--- src/source/vit_pkg.sv ---
package vit_pkg;

    // rate 1/2, K = 3, generators 7 and 5 (octal)
    //
    // state s = {s[1], s[0]} holds the two most recent input bits
    // with s[1] the newest one
    // input bit b from state s moves to state {b, s[1]}
    // code pair for b from s is {g7, g5} with
    //     g7 = b ^ s[1] ^ s[0]
    //     g5 = b ^ s[0]
    // g7 is the upper bit of a received symbol pair

    localparam int STATE_NUM   = 4;   // trellis states
    localparam int STATE_BITS  = 2;   // width of a state index

    // traceback depth and the longest block in symbols (5 * K)
    localparam int TB_DEPTH    = 15;
    localparam int DEPTH_BITS  = 4;   // column counter width

    // six bits hold 32 + 15 * 2 without wrapping
    localparam int METRIC_BITS = 6;

    // every state but zero starts far behind since the encoder starts in state 0
    localparam logic [METRIC_BITS-1:0] METRIC_INIT = METRIC_BITS'(32);

    // traceback controller
    typedef enum logic
    {
        TB_IDLE,   // waiting for a finished block
        TB_RUN     // walking columns backward
    } tb_state_t;

endpackage
--- src/source/survivor_if.sv ---
`timescale 1ns/1ps

interface survivor_if;

    import vit_pkg::*;

    logic                  wr_en;     // decision column valid
    logic [STATE_NUM-1:0]  wr_dec;    // one decision bit per next state
    logic                  rd_en;     // traceback consumes a column
    logic [STATE_NUM-1:0]  rd_dec;    // column under the read pointer
    logic                  rd_first;  // newest column of the block
    logic                  rd_last;   // oldest column of the block
    logic                  tb_start;  // one cycle pulse when the block closes
    logic                  busy;      // read-back in progress

    modport acs (output wr_en, wr_dec, input busy);

    modport mem (
        input  wr_en, wr_dec, rd_en,
        output rd_dec, rd_first, rd_last, tb_start, busy
    );

    modport tb (output rd_en, input rd_dec, rd_first, rd_last, tb_start, busy);

endinterface

--- src/source/viterbi_dec.sv ---
`timescale 1ns/1ps

module viterbi_dec (
    input  logic       clk,
    input  logic       rst,
    input  logic       i_sym_valid,  // symbol strobe
    input  logic [1:0] i_sym,        // received {g7, g5}
    input  logic       i_blk_end,    // with the last symbol of a block
    output logic       o_bit,
    output logic       o_bit_valid,
    output logic       o_bit_last,
    output logic       o_busy        // strobes ignored while high
);

    logic            sym_accept;
    logic [3:0][1:0] bm;

    survivor_if sv_bus ();

    // symbols during read-back are dropped
    assign sym_accept = i_sym_valid & ~sv_bus.busy;
    assign o_busy     = sv_bus.busy;

    branch_metric i_branch_metric (
        .i_sym (i_sym),
        .o_bm  (bm)
    );

    acs_unit i_acs_unit (
        .clk         (clk),
        .rst         (rst),
        .i_sym_valid (sym_accept),
        .i_bm        (bm),
        .sv          (sv_bus.acs)
    );

    trellis_mem i_trellis_mem (
        .clk         (clk),
        .rst         (rst),
        .i_blk_end   (i_blk_end),
        .i_sym_valid (sym_accept),
        .sv          (sv_bus.mem)
    );

    traceback i_traceback (
        .clk         (clk),
        .rst         (rst),
        .sv          (sv_bus.tb),
        .o_bit       (o_bit),
        .o_bit_valid (o_bit_valid),
        .o_bit_last  (o_bit_last)
    );

endmodule

--- src/source/traceback.sv ---
`timescale 1ns/1ps

module traceback (
    input  logic   clk,
    input  logic   rst,
    survivor_if.tb sv,
    output logic   o_bit,        // decoded bit, newest first
    output logic   o_bit_valid,
    output logic   o_bit_last    // oldest bit of the block
);

    import vit_pkg::*;

    tb_state_t             tb_state;
    logic [STATE_BITS-1:0] cur_state;    // state after the column in view
    logic [STATE_BITS-1:0] walk_state;

    // a terminated block always ends in state zero
    assign walk_state = sv.rd_first ? '0 : cur_state;

    // one column per cycle while walking
    assign sv.rd_en = (tb_state == TB_RUN);

    always_ff @(posedge clk or negedge rst)
    begin
        if (!rst)
        begin
            tb_state    <= TB_IDLE;
            o_bit_valid <= 1'b0;
            o_bit_last  <= 1'b0;
        end
        else
        begin
            o_bit_valid <= 1'b0;
            o_bit_last  <= 1'b0;
            case (tb_state)
                TB_IDLE:
                begin
                    if (sv.tb_start)
                    begin
                        tb_state <= TB_RUN;
                    end
                end
                TB_RUN:
                begin
                    o_bit_valid <= 1'b1;
                    o_bit_last  <= sv.rd_last;
                    if (sv.rd_last)
                    begin
                        tb_state <= TB_IDLE;
                    end
                end
                default:
                begin
                    tb_state <= TB_IDLE;
                end
            endcase
        end
    end

    // upper state bit is the input that led here
    // and the decision bit fills in the older bit of the predecessor
    always_ff @(posedge clk)
    begin
        if (tb_state == TB_RUN)
        begin
            o_bit     <= walk_state[STATE_BITS-1];
            cur_state <= {walk_state[STATE_BITS-2:0], sv.rd_dec[walk_state]};
        end
    end

    // the surviving path reaches back to the encoder's start state
    a_walk_home: assert property (
        @(posedge clk) disable iff (!rst)
        o_bit_last |-> (cur_state == '0)
    );

    // the memory must stay in read mode for the whole walk
    a_run_busy: assert property (
        @(posedge clk) disable iff (!rst)
        (tb_state == TB_RUN) |-> sv.busy
    );

endmodule

--- src/source/trellis_mem.sv ---
`timescale 1ns/1ps

module trellis_mem (
    input  logic    clk,
    input  logic    rst,
    input  logic    i_blk_end,    // last symbol of the block
    input  logic    i_sym_valid,  // accepted symbol
    survivor_if.mem sv
);

    import vit_pkg::*;

    logic [STATE_NUM-1:0]  dec_mem [TB_DEPTH];  // one column per symbol
    logic [DEPTH_BITS-1:0] depth;      // write index, then read index
    logic                  busy;       // read mode
    logic                  tb_start;
    logic                  rd_first;
    logic                  empty;      // oldest column consumed
    logic                  blk_close;

    // the 15th column closes the block even without i_blk_end
    assign blk_close = i_sym_valid &
                       (i_blk_end | (depth == DEPTH_BITS'(TB_DEPTH - 1)));

    always_ff @(posedge clk)
    begin
        if (sv.wr_en && !busy)
        begin
            dec_mem[depth] <= sv.wr_dec;
        end
    end

    always_ff @(posedge clk or negedge rst)
    begin
        if (!rst)
        begin
            depth    <= '0;
            busy     <= 1'b0;
            tb_start <= 1'b0;
            rd_first <= 1'b0;
            empty    <= 1'b0;
        end
        else
        begin
            tb_start <= 1'b0;
            if (empty)
            begin
                busy  <= 1'b0;   // back to fill mode
                empty <= 1'b0;
                depth <= '0;
            end
            else if (!busy)
            begin
                if (sv.wr_en)
                begin
                    if (blk_close)
                    begin
                        busy     <= 1'b1;  // depth stays on newest column
                        tb_start <= 1'b1;
                        rd_first <= 1'b1;
                    end
                    else
                    begin
                        depth <= depth + 1'b1;
                    end
                end
            end
            else if (sv.rd_en)
            begin
                rd_first <= 1'b0;
                if (depth == '0)
                begin
                    empty <= 1'b1;
                end
                else
                begin
                    depth <= depth - 1'b1;
                end
            end
        end
    end

    assign sv.rd_dec   = dec_mem[depth];
    assign sv.rd_first = rd_first;
    assign sv.rd_last  = busy & ~empty & (depth == '0);
    assign sv.tb_start = tb_start;
    assign sv.busy     = busy;

    a_depth_range: assert property (
        @(posedge clk) disable iff (!rst)
        depth < DEPTH_BITS'(TB_DEPTH)
    );

    // traceback may only pull columns once the block is closed
    a_no_rd_fill: assert property (
        @(posedge clk) disable iff (!rst)
        sv.rd_en |-> busy
    );

endmodule

--- src/source/acs_unit.sv ---
`timescale 1ns/1ps

module acs_unit (
    input  logic            clk,
    input  logic            rst,
    input  logic            i_sym_valid,  // accepted symbol
    input  logic [3:0][1:0] i_bm,         // branch metric per code pair
    survivor_if.acs         sv
);

    import vit_pkg::*;

    logic [METRIC_BITS-1:0] pm      [STATE_NUM];  // path metrics
    logic [METRIC_BITS-1:0] pm_next [STATE_NUM];
    logic [STATE_NUM-1:0]   dec;                  // 1 = odd predecessor won

    // every next state n has predecessors {n[0], 0} and {n[0], 1}
    // and the input bit on both branches is n[1]
    for (genvar n = 0; n < STATE_NUM; n++)
    begin : g_acs
        logic [STATE_BITS-1:0]  nxt;
        logic [STATE_BITS-1:0]  pred0;
        logic [STATE_BITS-1:0]  pred1;
        logic [1:0]             pair0;   // code pair on branch from pred0
        logic [1:0]             pair1;
        logic [METRIC_BITS-1:0] cand0;
        logic [METRIC_BITS-1:0] cand1;

        assign nxt   = STATE_BITS'(n);
        assign pred0 = {nxt[STATE_BITS-2:0], 1'b0};
        assign pred1 = {nxt[STATE_BITS-2:0], 1'b1};

        // g7 = b ^ s1 ^ s0, g5 = b ^ s0 with b = nxt[1], s1 = nxt[0]
        assign pair0 = {nxt[1] ^ nxt[0], nxt[1]};
        assign pair1 = {~(nxt[1] ^ nxt[0]), ~nxt[1]};

        assign cand0 = pm[pred0] + METRIC_BITS'(i_bm[pair0]);
        assign cand1 = pm[pred1] + METRIC_BITS'(i_bm[pair1]);

        // ties go to the lower predecessor
        assign dec[n]     = (cand1 < cand0);
        assign pm_next[n] = dec[n] ? cand1 : cand0;
    end

    always_ff @(posedge clk or negedge rst)
    begin
        if (!rst)
        begin
            for (int i = 0; i < STATE_NUM; i++)
            begin
                pm[i] <= (i == 0) ? '0 : METRIC_INIT;
            end
        end
        else if (sv.busy)
        begin
            // held at start values until read-back is over
            for (int i = 0; i < STATE_NUM; i++)
            begin
                pm[i] <= (i == 0) ? '0 : METRIC_INIT;
            end
        end
        else if (i_sym_valid)
        begin
            for (int i = 0; i < STATE_NUM; i++)
            begin
                pm[i] <= pm_next[i];
            end
        end
    end

    // decisions go out on the same edge the symbol is taken
    assign sv.wr_en  = i_sym_valid;
    assign sv.wr_dec = dec;

    // symbols are gated in the top level with busy from the memory
    a_no_wr_busy: assert property (
        @(posedge clk) disable iff (!rst)
        sv.wr_en |-> !sv.busy
    );

endmodule

--- src/source/branch_metric.sv ---
`timescale 1ns/1ps

module branch_metric (
    input  logic [1:0]      i_sym,  // received {g7, g5}
    output logic [3:0][1:0] o_bm    // distance, indexed by code pair
);

    // Hamming distance from the received pair to every possible code pair
    // hard decisions only
    // a soft-decision version would replace just this block
    for (genvar p = 0; p < 4; p++)
    begin : g_pair
        logic [1:0] code;   // candidate code pair
        logic [1:0] diff;   // bits that disagree

        assign code = 2'(p);
        assign diff = i_sym ^ code;

        // count of set bits, 0 to 2
        assign o_bm[p] = {1'b0, diff[1]} + {1'b0, diff[0]};
    end

endmodule

--- config.mk ---
export PLATFORM = sky130hd
export DESIGN_NAME = viterbi_dec
export DESIGN_NICKNAME = d
export VERILOG_FILES = /design/src/source/vit_pkg.sv /design/src/source/survivor_if.sv /design/src/source/viterbi_dec.sv /design/src/source/traceback.sv /design/src/source/trellis_mem.sv /design/src/source/acs_unit.sv /design/src/source/branch_metric.sv
export SDC_FILE = /design/constraint.sdc
export NUM_CORES = 1
export LEC_CHECK = 0
export ABC_AREA = 1
export BUFFER_PORTS_ARGS = -buffer_cell sky130_fd_sc_hd__buf_2
export CORE_ASPECT_RATIO = 0.75
export CORE_UTILIZATION = 39
export CTS_CLUSTER_DIAMETER = 120
export CTS_CLUSTER_SIZE = 24
export DETAILED_ROUTE_END_ITERATION = 16
export SYNTH_ARGS = -nofsm -noshare
export SYNTH_HDL_FRONTEND = slang
export SYNTH_SLANG_ARGS = --single-unit
--- constraint.sdc ---
create_clock -name clk -period 4.25 [get_ports clk]
set_clock_uncertainty 0.05 [all_clocks]
set_input_delay 1.275 -clock clk [delete_from_list [all_inputs] [get_ports clk]]
set_output_delay 1.275 -clock clk [all_outputs]
set_load 0.02 [all_outputs]
-- Yosys cells after proc, flatten, opt, wreduce, memory -nomap -nowiden
Memories as Yosys holds them, arrays and structs flattened.
Cells that the tools add are included.
- $add $sub $neg: 14
- multipliers: 0
- divide/modulo/power cells: 0
- magnitude comparators: 5
- equal/unequal tests: 5
- shift-type cells: 0
- mux-type cells: 36
- bitwise logic cells: 11
- reductions and logical operators: 8
- operators with widths (cell ; number):
    $add 6x2->6 ; 8
    $mux 24 ; 2
    $lt 6x6->1 ; 4
    $mux 4 ; 6
    $mux 6 ; 4
    $mux 1 ; 21
    $add 1x1->2 ; 4
    $reduce_and 4->1 ; 2
    $not 1->1 ; 5
    $add 4x1->4 const B ; 1
    $and 1x1->1 ; 4
    $eq 4x4->1 const B ; 1
    $logic_not 4->1 ; 1
    $reduce_bool 2->1 ; 2
    $sub 4x1->4 const B ; 1
    $lt 2x3->1 const B ; 1
    $ne 3x1->1 const B ; 1
    $ne 3x2->1 const B ; 1
    $ne 3x3->1 const B ; 1
    $reduce_bool 3->1 ; 1
    $bmux 1 s2 ; 1
    $mux 2 ; 1
    $ne 2x1->1 const B ; 1
    $not 2->2 ; 1
    4 further kinds ; 4
- register bits after elaboration: 38
- latch bits: 0
- RAM bits: 60
- bits in read-only memories: 0
- bits of input ports: 6
- output and inout bits: 4
- logic and storage cells: 94
- memories kept: 1
- memory list (memory ; words ; bits a word ; rd ports ; clocked after Yosys merged registers in ; write ports ; RTL line ; source):
    i_trellis_mem.dec_mem ; 15 ; 4 ; 1 ; 0 ; 1 ; trellis_mem.sv:13 ; logic [STATE_NUM-1:0] dec_mem [TB_DEPTH];

-- Logic depth before layout (Yosys ltp)
Gate-level depths: netlist of the first run.
- word-level depth: 7
- mapped depth: 21
- gate-level depth less buffers: 21

-- Modules after synthesis
From an unflattened synthesis of the first run, not the netlist that was laid out.
- cells, all modules: 793
- area total of the unflattened synthesis: 6403.6 sq um
- modules (own cells, without submodules) (module ; times used ; cells an instance ; area each (sq um) ; seq. area each (sq um)):
    trellis_mem ; 1 ; 309 ; 3078.0 ; 2001.9
    acs_unit ; 1 ; 447 ; 2984.1 ; 604.3
    traceback ; 1 ; 26 ; 255.2 ; 165.2
    branch_metric ; 1 ; 9 ; 76.3 ; 0.0
    viterbi_dec ; 1 ; 2 ; 10.0 ; 0.0

-- Least setup slack after synthesis of the first run
OpenSTA, ideal clock, no wires.
- path kind: input port to flip-flop
- start point: input i_sym[0]
- end point: register i_acs_unit.pm[23] (netlist bit)
- library setup time: 0.118 ns
- data arrival time: 3.935 ns
- required time: 4.082 ns
- setup slack: 0.147 ns
- stages: 15
- buffers on the path: 0
- cells stage by stage: inv_1 -> ha_1 -> ha_1 -> ha_1 -> or2_1 -> nand2_1 -> xor2_1 -> inv_1 -> ha_1 -> nand2_1 -> o21ai_1 -> a21oi_1 -> nand3_1 -> nand3_1 -> nand2_1
- word-level cells in the longest chain between the ends: 7
- elaborated cells between the ends (all ways): 9
- those cells by class: add/sub: 4; order compare: 1; mux: 3; bitwise: 1
- ends and longest elaborated chain (element ; RTL line ; source):
    start: declaration ; viterbi_dec.sv:7 ; input logic [1:0] i_sym,
    $not 2->2 (no source line) ; n/a ;
    $add 1x1->2 ; branch_metric.sv:20 ; assign o_bm[p] = {1'b0, diff[1]} + {1'b0, diff[0]};
    $add 6x2->6 ; acs_unit.sv:38 ; assign cand1 = pm[pred1] + METRIC_BITS'(i_bm[pair1]);
    $lt 6x6->1 (*) ; acs_unit.sv:41 ; assign dec[n] = (cand1 < cand0);
    net i_acs_unit.sv.wr_dec[0] ; survivor_if.sv:16 ; modport acs (output wr_en, wr_dec, input busy);
    $mux 6 (*) ; acs_unit.sv:42 ; assign pm_next[n] = dec[n] ? cand1 : cand0;
    $mux 24 (*) ; acs_unit.sv:62 ; else if (i_sym_valid)
    $mux 24 (*) ; acs_unit.sv:54 ; else if (sv.busy)
    end signal: indexed assignment ; acs_unit.sv:51 ; pm[i] <= (i == 0) ? '0 : METRIC_INIT;
    end signal: indexed assignment ; acs_unit.sv:59 ; pm[i] <= (i == 0) ? '0 : METRIC_INIT;
    end signal: indexed assignment ; acs_unit.sv:66 ; pm[i] <= pm_next[i];
    end: declaration ; acs_unit.sv:13 ; logic [METRIC_BITS-1:0] pm [STATE_NUM];
The timed path passes the listed nets; every way through them passes the cells marked *. The select of a mux whose other input is x is not followed.
A chain may end at the register's enable or synchronous reset.

-- Final worst setup path of the first run
- start point: input i_sym[1]
- end point: register i_acs_unit.pm[2] (netlist bit)
- word-level cells in the longest chain between the ends: 7
- elaborated cells between the ends (all ways): 9
- those cells by class: add/sub: 4; order compare: 1; mux: 3; bitwise: 1
- ends and longest elaborated chain (element ; RTL line):
    $not 1->1 (no source line) ; n/a
    $add 1x1->2 ; branch_metric.sv:20
    $add 6x2->6 ; acs_unit.sv:38
    $lt 6x6->1 ; acs_unit.sv:41
    $mux 6 (*) ; acs_unit.sv:42
    $mux 24 (*) ; acs_unit.sv:62
    $mux 24 (*) ; acs_unit.sv:54
Mark *: on every way between the ends. The rest lies on a longest branch, timed or not. The select of a mux whose other input is x is not followed.

==> results of run 1 <==
## state kept, by name, summed over array words and instances (netlist names)
signal / cells
i_traceback.o_bit: 1
i_trellis_mem.sv.rd_first: 1
i_trellis_mem.sv.tb_start: 1
i_acs_unit.pm: 24
i_trellis_mem.empty: 1
i_traceback.sv.rd_en: 1
i_traceback.o_bit_last: 1
i_trellis_mem.depth: 4
i_trellis_mem.sv.busy: 1
i_trellis_mem.dec_mem: 60
i_traceback.cur_state: 2
i_traceback.o_bit_valid: 1
## layer usage
| layer | up-vias | wire length, microns | global-route usage |
|---|---|---|---|
| met4 | 0 | 121 | 0.0471 |
| met5 | - | 0 | 0 |
| met1 | 2282 | 7150 | 0.283 |
| met2 | 180 | 6140 | 0.298 |
| li1 | 2405 | - | - |
| met3 | 12 | 1160 | 0.0536 |
## power by group through the flow
stage	sequential [mW]	clock [mW]	combinational, mW
detailed placement	1.04	0	0.103
floorplan	1.04	0	0.0507
finish	1.02	0.823	0.104
global route	1.02	0.873	0.116
CTS	1.02	0.840	0.104
global placement	1.04	0	0.101
## worst max-delay path, delay by kind of cell
kind / cells / cell delay [ns]
compound gates: 4 / 0.35
fa+ha+maj: 4 / 1.07
xor+xnor: 1 / 0.31
simple gates: 5 / 0.56
buf+inv: 5 / 0.64
## through the flow
stage	instances	hold slack, ns	TNS (ns)	cell area, sq um
CTS	950	0.397	0	6590
global placement	934	0.386	0	6290
global route	950	0.450	0	6590
finish	950	0.396	0	6590
floorplan	732	0.374	0	5980
detailed placement	934	0.387	-0.453	6290
## cell type report
cell class | instances | area [sq um] | area share
well taps | 200 | 250 | 0.0380
inverters | 88 | 335 | 0.0509
repair buffers | 17 | 143 | 0.0216
clock inverters | 5 | 38.8 | 0.00588
clock buffers | 11 | 264 | 0.0400
multi-input cells | 531 | 2790 | 0.423
flip-flops and latches | 98 | 2770 | 0.420
## cells in the mapped netlist, drive strengths merged
cell type,n
nand3,57
nand2b,1
and2,5
inv,87
o22ai,3
fa,1
edfxtp,63
xor2,22
clkbuf,3
nor2,43
o21ai,34
nand4,17
or2,3
buf,12
dfstp,3
a21oi,25
a21o,4
o21bai,3
xnor2,1
clkinv,1
dfrtp,32
ha,44
nand2,268
## path summary, 6_finish.rpt
path	start	to	cells after the start
setup / recovery	i_sym[1]	i_acs_unit.pm[2]	19
hold / removal	i_trellis_mem.empty	i_trellis_mem.sv.busy	1
setup reg to reg	i_acs_unit.pm[7]	i_acs_unit.pm[2]	17
hold reg to reg	i_trellis_mem.empty	i_trellis_mem.sv.busy	1
max in group asynchronous	rst	i_acs_unit.pm[9]	1
min in group asynchronous	rst	i_acs_unit.pm[20]	1
## placed cells by master, fill, tap and decap left out, types with 20 or more instances in the layout
cell type / count
edfxtp_1: 63
ha_1: 44
xor2_1: 22
nand2_1: 265
o21ai_1: 21
nor2_1: 39
inv_1: 65
inv_2: 20
a21oi_1: 25
nand3_1: 57
dfrtp_1: 32
## logic make-up (layout without fill, tap and decap cells)
| family | Yosys count | count (layout) |
|---|---|---|
| and+or+nand+nor | 394 | 394 |
| buffers and inverters | 103 | 121 |
| DFF | 98 | 98 |
| AOI/OAI and AO/OA | 69 | 69 |
| adders and majority gates | 45 | 45 |
| xor gates and xnor gates | 23 | 23 |
==> reports/qor.txt, run 1 <==
Worst vdd ir = 0.177 mV
Initial DRT Pass Iterations = 8
WL final = 14,600 microns
Pwr Total = 1.95 mW
CTS root buf = clkbuf_16
Fraction of layout cells with a size suffix above 1 = 0.0880
Initial core utilization = 0.407
Top area cells in the synthesized netlist = edfxtp_1, nand2_1, dfrtp_1, ha_1, nand3_1
Adder-Cell Fraction of Synth Area = 0.0954
DR vias/cell = 5.14
CTS buffer count = 9
Initial antenna violation count = 0
Setup CP Type = primary input to flip-flop
Worst-path fanout max = 6
Global route total overflow = 0
Critical path data required time = 4.48 ns
Util after Layout = 0.449
PortBufs = 9
Worst path max stage delay = 0.33 ns
Psw = 0.437 mW
Final Critical Period = 4.00 ns
Largest net degree at the start of global routing = 36
CTS tree = yes
Vias in the first global route = 4,616
Hold buffers post-CTS = 0
Die X = 145 microns
Crit end category = flip-flop
Crit path DAT = 4.23 ns
Final setup fails = 0
Avg Synthesized Cell Area = 8.17 sq um
Reg2Reg Setup Slack = 1.39 ns
Post-Synth Simple-Gate Area = 0.276
Post-Synth XOR/XNOR Area = 0.0337
Routed len/inst = 15.3 microns
Syn Nets = 783
Count of final max-slew check failures = 0
Largest family of logic cells by synthesized area = simple AND/OR/NAND/NOR gates
Post-CTS Setup Inserts = 0
FMAX = 250 MHz
Yosys warns = 0
Setup WS pre-CTS = -0.0556 ns
Post-cts sizing count = 0
# fillers = 1,414
Setup ws final = 0.252 ns
Post-synth cell types = 32
ANT cells = 0
Die area = 15,800 sq um
Mux share of post-synthesis cell area = 0
Slew @ Worst Pin = 0.798 ns
Hpwl dp = 10,900 microns
GRT Resource Usage Total = 0.199
RSZ-0062 raised after global routing = false
CP Cell Sequence = buf_2 > inv_1 > ha_1 > inv_1 > ha_1 > ha_1 > inv_1 > nand2_1 > nand3_1 > xor2_1 > ha_1 > nand2_1 > a21oi_1 > nor2_1 > nand2_1 > buf_4 > a21oi_1 > o21ai_1 > o21ai_1
Final RePlAce weighted congestion = 0.953
# H-tree levels = 3
Clock network power share = 0.423
Global-route wire length before repair = 23,900 microns
DR vias = 4,879
Cell Rows = 38
Clock sinks = 98
Clock buffer depth = 2
Compound-Gate Fraction of Synth Area = 0.0619
Internal = 1.51 mW
Core area = 14,700 sq um
Status = completed
Die Y = 109 microns
Final ANT Viol Nets = 0
Fin crit share = 0.941
Path type of the worst min-delay path = flip-flop to flip-flop
Worst setup SP type = primary input
Lkg Pwr = 3.16 nW
Post-Syn Area = 5980 sq um
Most used cell, CP = ha_1
Latest clock arrival within the worst-skew pair = 0.35 ns
Slew headroom = 0.468
MaxCap Viol Count = 0
CP max-delay cell = ha_1
Gate power share = 0.053
Initial drt markers = 419
Clock slew seen by the registers of the worst setup and hold paths = 0.07 ns
Drt drc = 0
Reg power frac = 0.523
Cells after Synth = 732
Synth Register Bits = 98
Share of the synthesized area in the top cell type = 0.316
Endpoints failing hold = 0
Sw frac = 0.225
Final #Nets = 796
Pwr/cell area = 295 nW/um^2
I/O pins = 10
Register area share after synthesis = 0.463
Yosys top cell by area = edfxtp_1
Area delta synth->final = 10.3%
(Power assumes the default switching activity.)
==> run 2, diff against run 1 <==
--- a/config.mk
+++ b/config.mk
@@ -6,7 +6,7 @@
 export NUM_CORES = 1
 export LEC_CHECK = 0
 export ABC_AREA = 1
-export BUFFER_PORTS_ARGS = -buffer_cell sky130_fd_sc_hd__buf_2
+export BUFFER_PORTS_ARGS = -buffer_cell sky130_fd_sc_hd__buf_4
 export CORE_ASPECT_RATIO = 0.75
 export CORE_UTILIZATION = 39
 export CTS_CLUSTER_DIAMETER = 120
==> run 2 against run 1 <==
Die area unchanged. First-iteration DRC count up 6.2%. Worst setup slack better by 0.021 ns. Register-to-register slack about the same. Sequential power about the same. Power down 3.2%. Hold slack better by 0.026 ns. Fmax up 0.52%. Cell area down 0.38%. Global-route usage down 0.46 points. Utilization down 0.17 points.
==> reports/qor.txt, run 2 (synthesis results as in run 1) <==
Latest clock arrival within the worst-skew pair = 0.35 ns (about the same)
Drt drc = 0 (unchanged)
Pwr/cell area = 287 nW/um^2 (was 295 nW/um^2)
Path type of the worst min-delay path = flip-flop to flip-flop (unchanged)
Clock sinks = 98 (unchanged)
Initial antenna violation count = 0 (unchanged)
CTS tree = yes (unchanged)
Hpwl dp = 10,600 microns (was 10,900 microns)
Endpoints failing hold = 0 (unchanged)
Leading cell types in the layout, fill and taps excluded = nand2_1, inv_1, edfxtp_1 (unchanged)
Largest registers = i_trellis_mem.dec_mem x60, i_acs_unit.pm x24, i_trellis_mem.depth x4 (unchanged)
Area delta synth->final = 9.83% (was 10.3%)
Core area = 14,700 sq um (unchanged)
Util after Layout = 0.447 (was 0.449)
DR vias/cell = 5.08 (was 5.14)
Slew @ Worst Pin = 0.957 ns (was 0.798 ns)
Commonest non-fill, non-tap cell in the layout = nand2_1 (unchanged)
Clock buffer depth = 2 (unchanged)
Top reg by flops = i_trellis_mem.dec_mem (unchanged)
# H-tree levels = 3 (unchanged)
Status = completed (unchanged)
Die X = 145 microns (unchanged)
Fraction of layout cells with a size suffix above 1 = 0.0867 (was 0.0880)
Routed len/inst = 15.0 microns (was 15.3 microns)
Post-CTS Setup Inserts = 0 (unchanged)
Final RePlAce weighted congestion = 0.941 (was 0.953)
Critical path data required time = 4.50 ns (was 4.48 ns)
Crit end category = flip-flop (unchanged)
Die area = 15,800 sq um (unchanged)
Count of final max-slew check failures = 0 (unchanged)
Clock slew seen by the registers of the worst setup and hold paths = 0.08 ns (was 0.07 ns)
Global-route wire length before repair = 23,700 microns (was 23,900 microns)
Global route total overflow = 0 (unchanged)
FMAX = 251 MHz (was 250 MHz)
Initial DRT Pass Iterations = 5 (was 8)
Final setup fails = 0 (unchanged)
Setup CP Type = primary input to flip-flop (unchanged)
RR Startpoint = i_acs_unit.pm[13] (was i_acs_unit.pm[7])
Cell Count, Final, Fillers Out = 950 (unchanged)
Dpl cells = 934 (unchanged)
Lkg Pwr = 3.14 nW (was 3.16 nW)
DR vias = 4,826 (was 4,879)
I/O pins = 10 (unchanged)
Initial drt markers = 445 (was 419)
CTS buffer count = 9 (unchanged)
Final Critical Period = 3.98 ns (was 4.00 ns)
ANT cells = 0 (unchanged)
Crit path DAT = 4.22 ns (was 4.23 ns)
Worst setup SP type = primary input (unchanged)
Setup WS pre-CTS = -0.0342 ns (was -0.0556 ns)
GRT Resource Usage Total = 0.194 (was 0.199)
Fin crit share = 0.936 (was 0.941)
MaxCap Viol Count = 0 (unchanged)
Max reg flops = 60 (unchanged)
PortBufs = 9 (unchanged)
Final #Nets = 796 (unchanged)
Worst-path fanout max = 18 (was 6)
Final ANT Viol Nets = 0 (unchanged)
Cell Rows = 38 (unchanged)
Initial core utilization = 0.407 (unchanged)
Setup ws final = 0.273 ns (was 0.252 ns)
First element of the critical path = i_sym[0] (was i_sym[1])
Worst Hold Launch = i_trellis_mem.empty (unchanged)
Hold buffers post-CTS = 0 (unchanged)
CTS root buf = clkbuf_16 (unchanged)
WL final = 14,300 microns (was 14,600 microns)
RSZ-0062 raised after global routing = false (unchanged)
Die Y = 109 microns (unchanged)
Slew headroom = 0.362 (was 0.468)
Vias in the first global route = 4,651 (was 4,616)
Worst vdd ir = 0.215 mV (was 0.177 mV)
Post-cts sizing count = 0 (unchanged)
Largest net degree at the start of global routing = 36 (unchanged)
# fillers = 1,442 (was 1,414)
==> run 2: changes by cell type in the layout (fill, tap and decap cells not counted) <==
cell	before	now
buf_4	5	16
buf_2	9	0
clkinvlp_4	0	3
buf_12	3	1
inv_4	4	2
inv_6	3	1
clkbuf_1	0	1
clkbuf_16	10	9
clkbuf_8	1	0
clkinv_4	0	1
inv_8	0	1
==> run 2: cell type report <==
cell class                      count  area (sq um)  share of cell area
Clock buffer                       10           229              0.0349
Clock inverter                      6          51.3             0.00781
Sequential cell                    98          2770               0.422
Tap cell                          200           250              0.0381
Multi-Input combinational cell    531          2790               0.425
Inverter                           88           335              0.0511
Timing Repair Buffer               17           140              0.0213
==> run 2: report_power, final <==
part           internal [mW]  switching [mW]  total [mW]  leakage [nW]
sequential              1.02               0        1.02          1.02
clock                  0.405           0.370       0.774         0.127
combinational         0.0276          0.0638      0.0914          1.99
==> run 2: routing by layer <==
| metal | GRT usage | part of all wire |
|---|---|---|
| met1 | 0.284 | 0.50 |
| met4 | 0.0365 | 0.0061 |
| met5 | 0 | 0 |
| met2 | 0.297 | 0.42 |
| met3 | 0.0389 | 0.071 |
==> run 2: through the flow <==
stage,hold WS [ns],area [sq um],TNS [ns],total power [mW]
2_1_floorplan,0.374,5980,0,1.09
3_3_place_gp,0.391,6290,0,1.13
3_5_place_dp,0.415,6290,-0.0666,1.13
4_1_cts,0.426,6570,0,1.91
5_1_grt,0.453,6570,0,1.96
6_report,0.422,6570,0,1.88
==> run 2: worst max-delay path, stage by stage <==
cell and delay (ns):
buf_4 0.11, inv_1 0.09, ha_1 0.36, inv_1 0.13, ha_1 0.24, ha_1 0.18, or2_1 0.25, nand2_1 0.08
xor2_1 0.21, inv_2 0.06, ha_1 0.28, nand2_1 0.09, a21oi_1 0.05, nor2_1 0.09, nand2_1 0.16, inv_2 0.28
nand3_1 0.11, nand3_1 0.08, nand2_1 0.05, inv_1 0.05
==> run 2: final timing paths <==
kind | slack, ns | end | cells after the start
max | 0.27 | i_acs_unit.pm[5] | 20
min | 0.42 | i_trellis_mem.sv.busy | 1
max reg2reg | 1.38 | i_acs_unit.pm[23] | 15
min reg2reg | 0.42 | i_trellis_mem.sv.busy | 1
max in group asynchronous | 2.94 | i_acs_unit.pm[11] | 1
min in group asynchronous | 0.84 | i_acs_unit.pm[19] | 1
==> run 3, diff against run 2 <==
--- a/config.mk
+++ b/config.mk
@@ -5,8 +5,8 @@
 export SDC_FILE = /design/constraint.sdc
 export NUM_CORES = 1
 export LEC_CHECK = 0
-export ABC_AREA = 1
 export BUFFER_PORTS_ARGS = -buffer_cell sky130_fd_sc_hd__buf_4
+export CAP_MARGIN = 20
 export CORE_ASPECT_RATIO = 0.75
 export CORE_UTILIZATION = 39
 export CTS_CLUSTER_DIAMETER = 120
==> run 3 against run 2 <==
Register-to-register slack lost 0.15 ns. Sequential share of layout area grew 0.44 points. Hold slack gained 0.021 ns. Flip-flop and latch count is the same. Cell area shrank 1.0%. Fmax shrank 2.1%. Critical path type unchanged. Combinational power grew to 24 times the previous value. Synthesized cell count shrank 32%. Largest cell class is now sequential cells. Global-route usage shrank 1.4 points. Largest power group is now combinational cells. Power grew to 2.5 times the previous value. Worst setup slack lost 0.086 ns. Wire length shrank 12%.
==> reports/qor.txt, run 3 <==
PortBufs = 9 (unchanged)
# fillers = 1,299 (was 1,442)
Yosys warns = 0 (unchanged)
WHS = 0.442 ns (was 0.422 ns)
Top area cells in the synthesized netlist = edfxtp_1, dfrtp_1, ha_1, mux4_2, xnor2_1 (was edfxtp_1, nand2_1, dfrtp_1, ha_1, nand3_1)
Count of final max-slew check failures = 0 (unchanged)
Most used cell, CP = ha_1
Vias in the first global route = 3,883 (was 4,651)
RSZ-0062 raised after global routing = false (unchanged)
Cells on worst reg2reg path = 13 (was 15)
Max reg flops = 60 (unchanged)
Initial drt markers = 275 (was 445)
Top reg by flops = i_trellis_mem.dec_mem (unchanged)
Worst path max stage delay = 0.38 ns (was 0.36 ns)
Hold endpoint = i_traceback.sv.rd_en (was i_trellis_mem.sv.busy)
Slew @ Worst Pin = 1.09 ns (was 0.957 ns)
Internal = 2.94 mW (was 1.45 mW)
Lkg Pwr = 2.54 nW (was 3.14 nW)
Die Y = 107 microns (was 109 microns)
ANT cells = 0 (unchanged)
Pwr Total = 4.76 mW (was 1.88 mW)
Most common cell in the synthesized netlist = edfxtp_1 (was nand2_1)
Post-synth EDFFs = 63 (unchanged)
Path type of the worst min-delay path = flip-flop to flip-flop (unchanged)
Post-synth cell types = 54 (was 32)
Gate power share = 0.468 (was 0.049)
Final ANT Viol Nets = 0 (unchanged)
Final #Nets = 574 (was 796)
Clock slew seen by the registers of the worst setup and hold paths = 0.08 ns (about the same)
RR Startpoint = i_acs_unit.pm[1] (was i_acs_unit.pm[13])
Worst Hold Launch = i_trellis_mem.sv.tb_start (was i_trellis_mem.empty)
Setup CP Type = primary input to flip-flop (unchanged)
Core area = 14,000 sq um (was 14,700 sq um)
Final Critical Period = 4.06 ns (was 3.98 ns)
Critical path data required time = 4.37 ns (was 4.50 ns)
Slew headroom = 0.272 (was 0.362)
Sw frac = 0.382 (was 0.230)
Post-Syn Area = 5700 sq um (was 5980 sq um)
Pwr/cell area = 732 nW/um^2 (was 287 nW/um^2)
Clock network power share = 0.180 (was 0.411)
Setup WS pre-CTS = -0.169 ns (was -0.0342 ns)
CTS tree = yes (unchanged)
Endpoints failing hold = 0 (unchanged)
Register area share after synthesis = 0.486 (was 0.463)
Share of the synthesized area in the top cell type = 0.332 (was 0.316)
Area delta synth->final = 14.1% (was 9.83%)
Final RePlAce weighted congestion = 0.852 (was 0.941)
Dominant synthesized flop cell = edfxtp_1 (unchanged)
CP max-delay cell = a2111oi_2 (was ha_1)
CP Cell Sequence = buf_4 > inv_1 > ha_1 > inv_1 > ha_1 > ha_1 > a21oi_1 > nor2_1 > xnor2_1 > inv_1 > ha_1 > a2111oi_2 > o21ai_1 > o21ai_2 > buf_4 > mux2i_1 > a211oi_1 (was buf_4 > inv_1 > ha_1 > inv_1 > ha_1 > ha_1 > or2_1 > nand2_1 > xor2_1 > inv_2 > ha_1 > nand2_1 > a21oi_1 > nor2_1 > nand2_1 > inv_2 > nand3_1 > nand3_1 > nand2_1 > inv_1)
Initial antenna violation count = 0 (unchanged)
Die X = 142 microns (was 145 microns)
CTS buffer count = 9 (unchanged)
Reg2Reg Setup Slack = 1.23 ns (was 1.38 ns)
Commonest non-fill, non-tap cell in the layout = edfxtp_1 (was nand2_1)
DR vias = 3,877 (was 4,826)
Total Negative Setup Slacks = 0 ns (unchanged)
Hold buffers post-CTS = 0 (unchanged)
# H-tree levels = 3 (unchanged)
CTS root buf = clkbuf_16 (unchanged)
Global-route wire length before repair = 20,500 microns (was 23,700 microns)
FMAX = 246 MHz (was 251 MHz)
Fraction of layout cells with a size suffix above 1 = 0.167 (was 0.0867)
Worst setup SP type = primary input (unchanged)
Critical R2R Capture = i_acs_unit.pm[13] (was i_acs_unit.pm[23])
Setup ws final = 0.187 ns (was 0.273 ns)
Syn Nets = 548 (was 783)
I/O pins = 10 (unchanged)
Clock buffer depth = 2 (unchanged)
Top cells by count, synth = edfxtp_1, ha_1, nor2_1 (was nand2_1, inv_1, edfxtp_1)
Worst-path fanout max = 4 (was 18)
Storage element area = 2770 sq um (unchanged)
WHS Path Cells = 2 (was 1)
Yosys top cell by area = edfxtp_1 (unchanged)
Synth Register Bits = 98 (unchanged)
Status = completed (unchanged)
Largest registers = i_trellis_mem.dec_mem x60, i_acs_unit.pm x24, i_trellis_mem.depth x4 (unchanged)
Cell Rows = 37 (was 38)
Util after Layout = 0.465 (was 0.447)
Largest net degree at the start of global routing = 38 (was 36)
Ys async rst share = 0.357 (unchanged)
Hpwl dp = 9120 microns (was 10,600 microns)
Routed len/inst = 17.4 microns (was 15.0 microns)
Multi-input gate area = 2730 sq um (was 2790 sq um)
Die area = 15,100 sq um (was 15,800 sq um)
Initial core utilization = 0.407 (about the same)
Leading cell types in the layout, fill and taps excluded = edfxtp_1, nor2_1, ha_1 (was nand2_1, inv_1, edfxtp_1)
Fin crit share = 0.956 (was 0.936)
Avg Synthesized Cell Area = 11.5 sq um (was 8.17 sq um)
Initial DRT Pass Iterations = 4 (was 5)
WL final = 12,600 microns (was 14,300 microns)
Drt drc = 0 (unchanged)
Worst vdd ir = 0.272 mV (was 0.215 mV)
MaxCap Viol Count = 0 (unchanged)
Final setup fails = 0 (unchanged)
Global route total overflow = 0 (unchanged)
Crit end category = flip-flop (unchanged)
Crit path DAT = 4.18 ns (was 4.22 ns)
Reg power frac = 0.351 (was 0.541)
Latest clock arrival within the worst-skew pair = 0.35 ns (about the same)
Cells after Synth = 497 (was 732)
DR vias/cell = 5.36 (was 5.08)
GRT Resource Usage Total = 0.180 (was 0.194)
Psw = 1.82 mW (was 0.433 mW)
Clock sinks = 98 (unchanged)
## run 3: cell types whose count changed after synthesis, sizes merged, moves of 11 or more
cell    delta
clkbuf    +11
inv       -65
mux2i     +17
mux4      +12
nand2    -233
nand3     -41
nand4     -17
o21ai     -16
xnor2     +20
## run 3: power groups by stage
stage                     Sequential [mW]  Combinational [mW]  Clock [mW]
final                                1.67                2.23       0.858
after global routing                 1.71                2.44       0.914
after CTS                            1.67                2.23       0.878
after detailed placement             1.69                2.21           0
after global placement               1.69                2.15           0
after floorplan                      1.53                1.49           0
## run 3: cell type report
class                           instances  share of cell area
Timing Repair Buffer                   41              0.0551
Clock buffer                            9              0.0346
Sequential cell                        98               0.426
Tap cell                              195              0.0375
Clock inverter                          7              0.0137
Inverter                               22              0.0127
Multi-Input combinational cell        351               0.420
## run 3: worst max-delay path by stage
stage             start                 to
6_report       i_sym[0]  i_acs_unit.pm[13]
3_5_place_dp   i_sym[0]  i_acs_unit.pm[13]
5_1_grt        i_sym[0]  i_acs_unit.pm[13]
4_1_cts        i_sym[0]  i_acs_unit.pm[13]
2_1_floorplan  i_sym[0]   i_acs_unit.pm[4]
3_3_place_gp   i_sym[0]   i_acs_unit.pm[7]
## run 3: worst max-delay path: cells and delay by family
| kind | cells | cell delay, ns |
|---|---|---|
| muxes | 1 | 0.19 |
| adders and majority gates | 4 | 0.97 |
| xor gates and xnor gates | 1 | 0.23 |
| AOI/OAI and AO/OA | 5 | 0.94 |
| and+or+nand+nor | 1 | 0.07 |
| buffers and inverters | 5 | 0.51 |
## run 3: kinds of logic after synthesis
family | after synthesis | share of synthesized area
AND/OR/NAND/NOR | 131 | 0.107
flip-flops | 98 | 0.486
AO/OA/AOI/OAI | 97 | 0.112
buffers and inverters | 48 | 0.0378
adder cells (fa/ha/maj) | 45 | 0.100
XOR/XNOR | 41 | 0.0630
multiplexers | 37 | 0.0931
## run 3: per-layer routing
metal | routed length, microns | global-route usage | share of wire
met5 | 0 | 0 | 0
met4 | 72 | 0.0392 | 0.0057
met3 | 465 | 0.0362 | 0.037
met2 | 5520 | 0.271 | 0.44
met1 | 6530 | 0.266 | 0.52
## run 3: timing repair
item | CTS | global route
buffers inserted | 0 | 0
endpoints found under the setup margin | 0 | 31
gates resized for setup | 0 | 8
## run 3: metrics by stage
| stage | cells | cell area (sq um) |
|---|---|---|
| after floorplan | 497 | 5700 |
| after global placement | 707 | 6170 |
| after detailed placement | 707 | 6170 |
| after CTS | 723 | 6480 |
| after global routing | 723 | 6500 |
| final | 723 | 6500 |
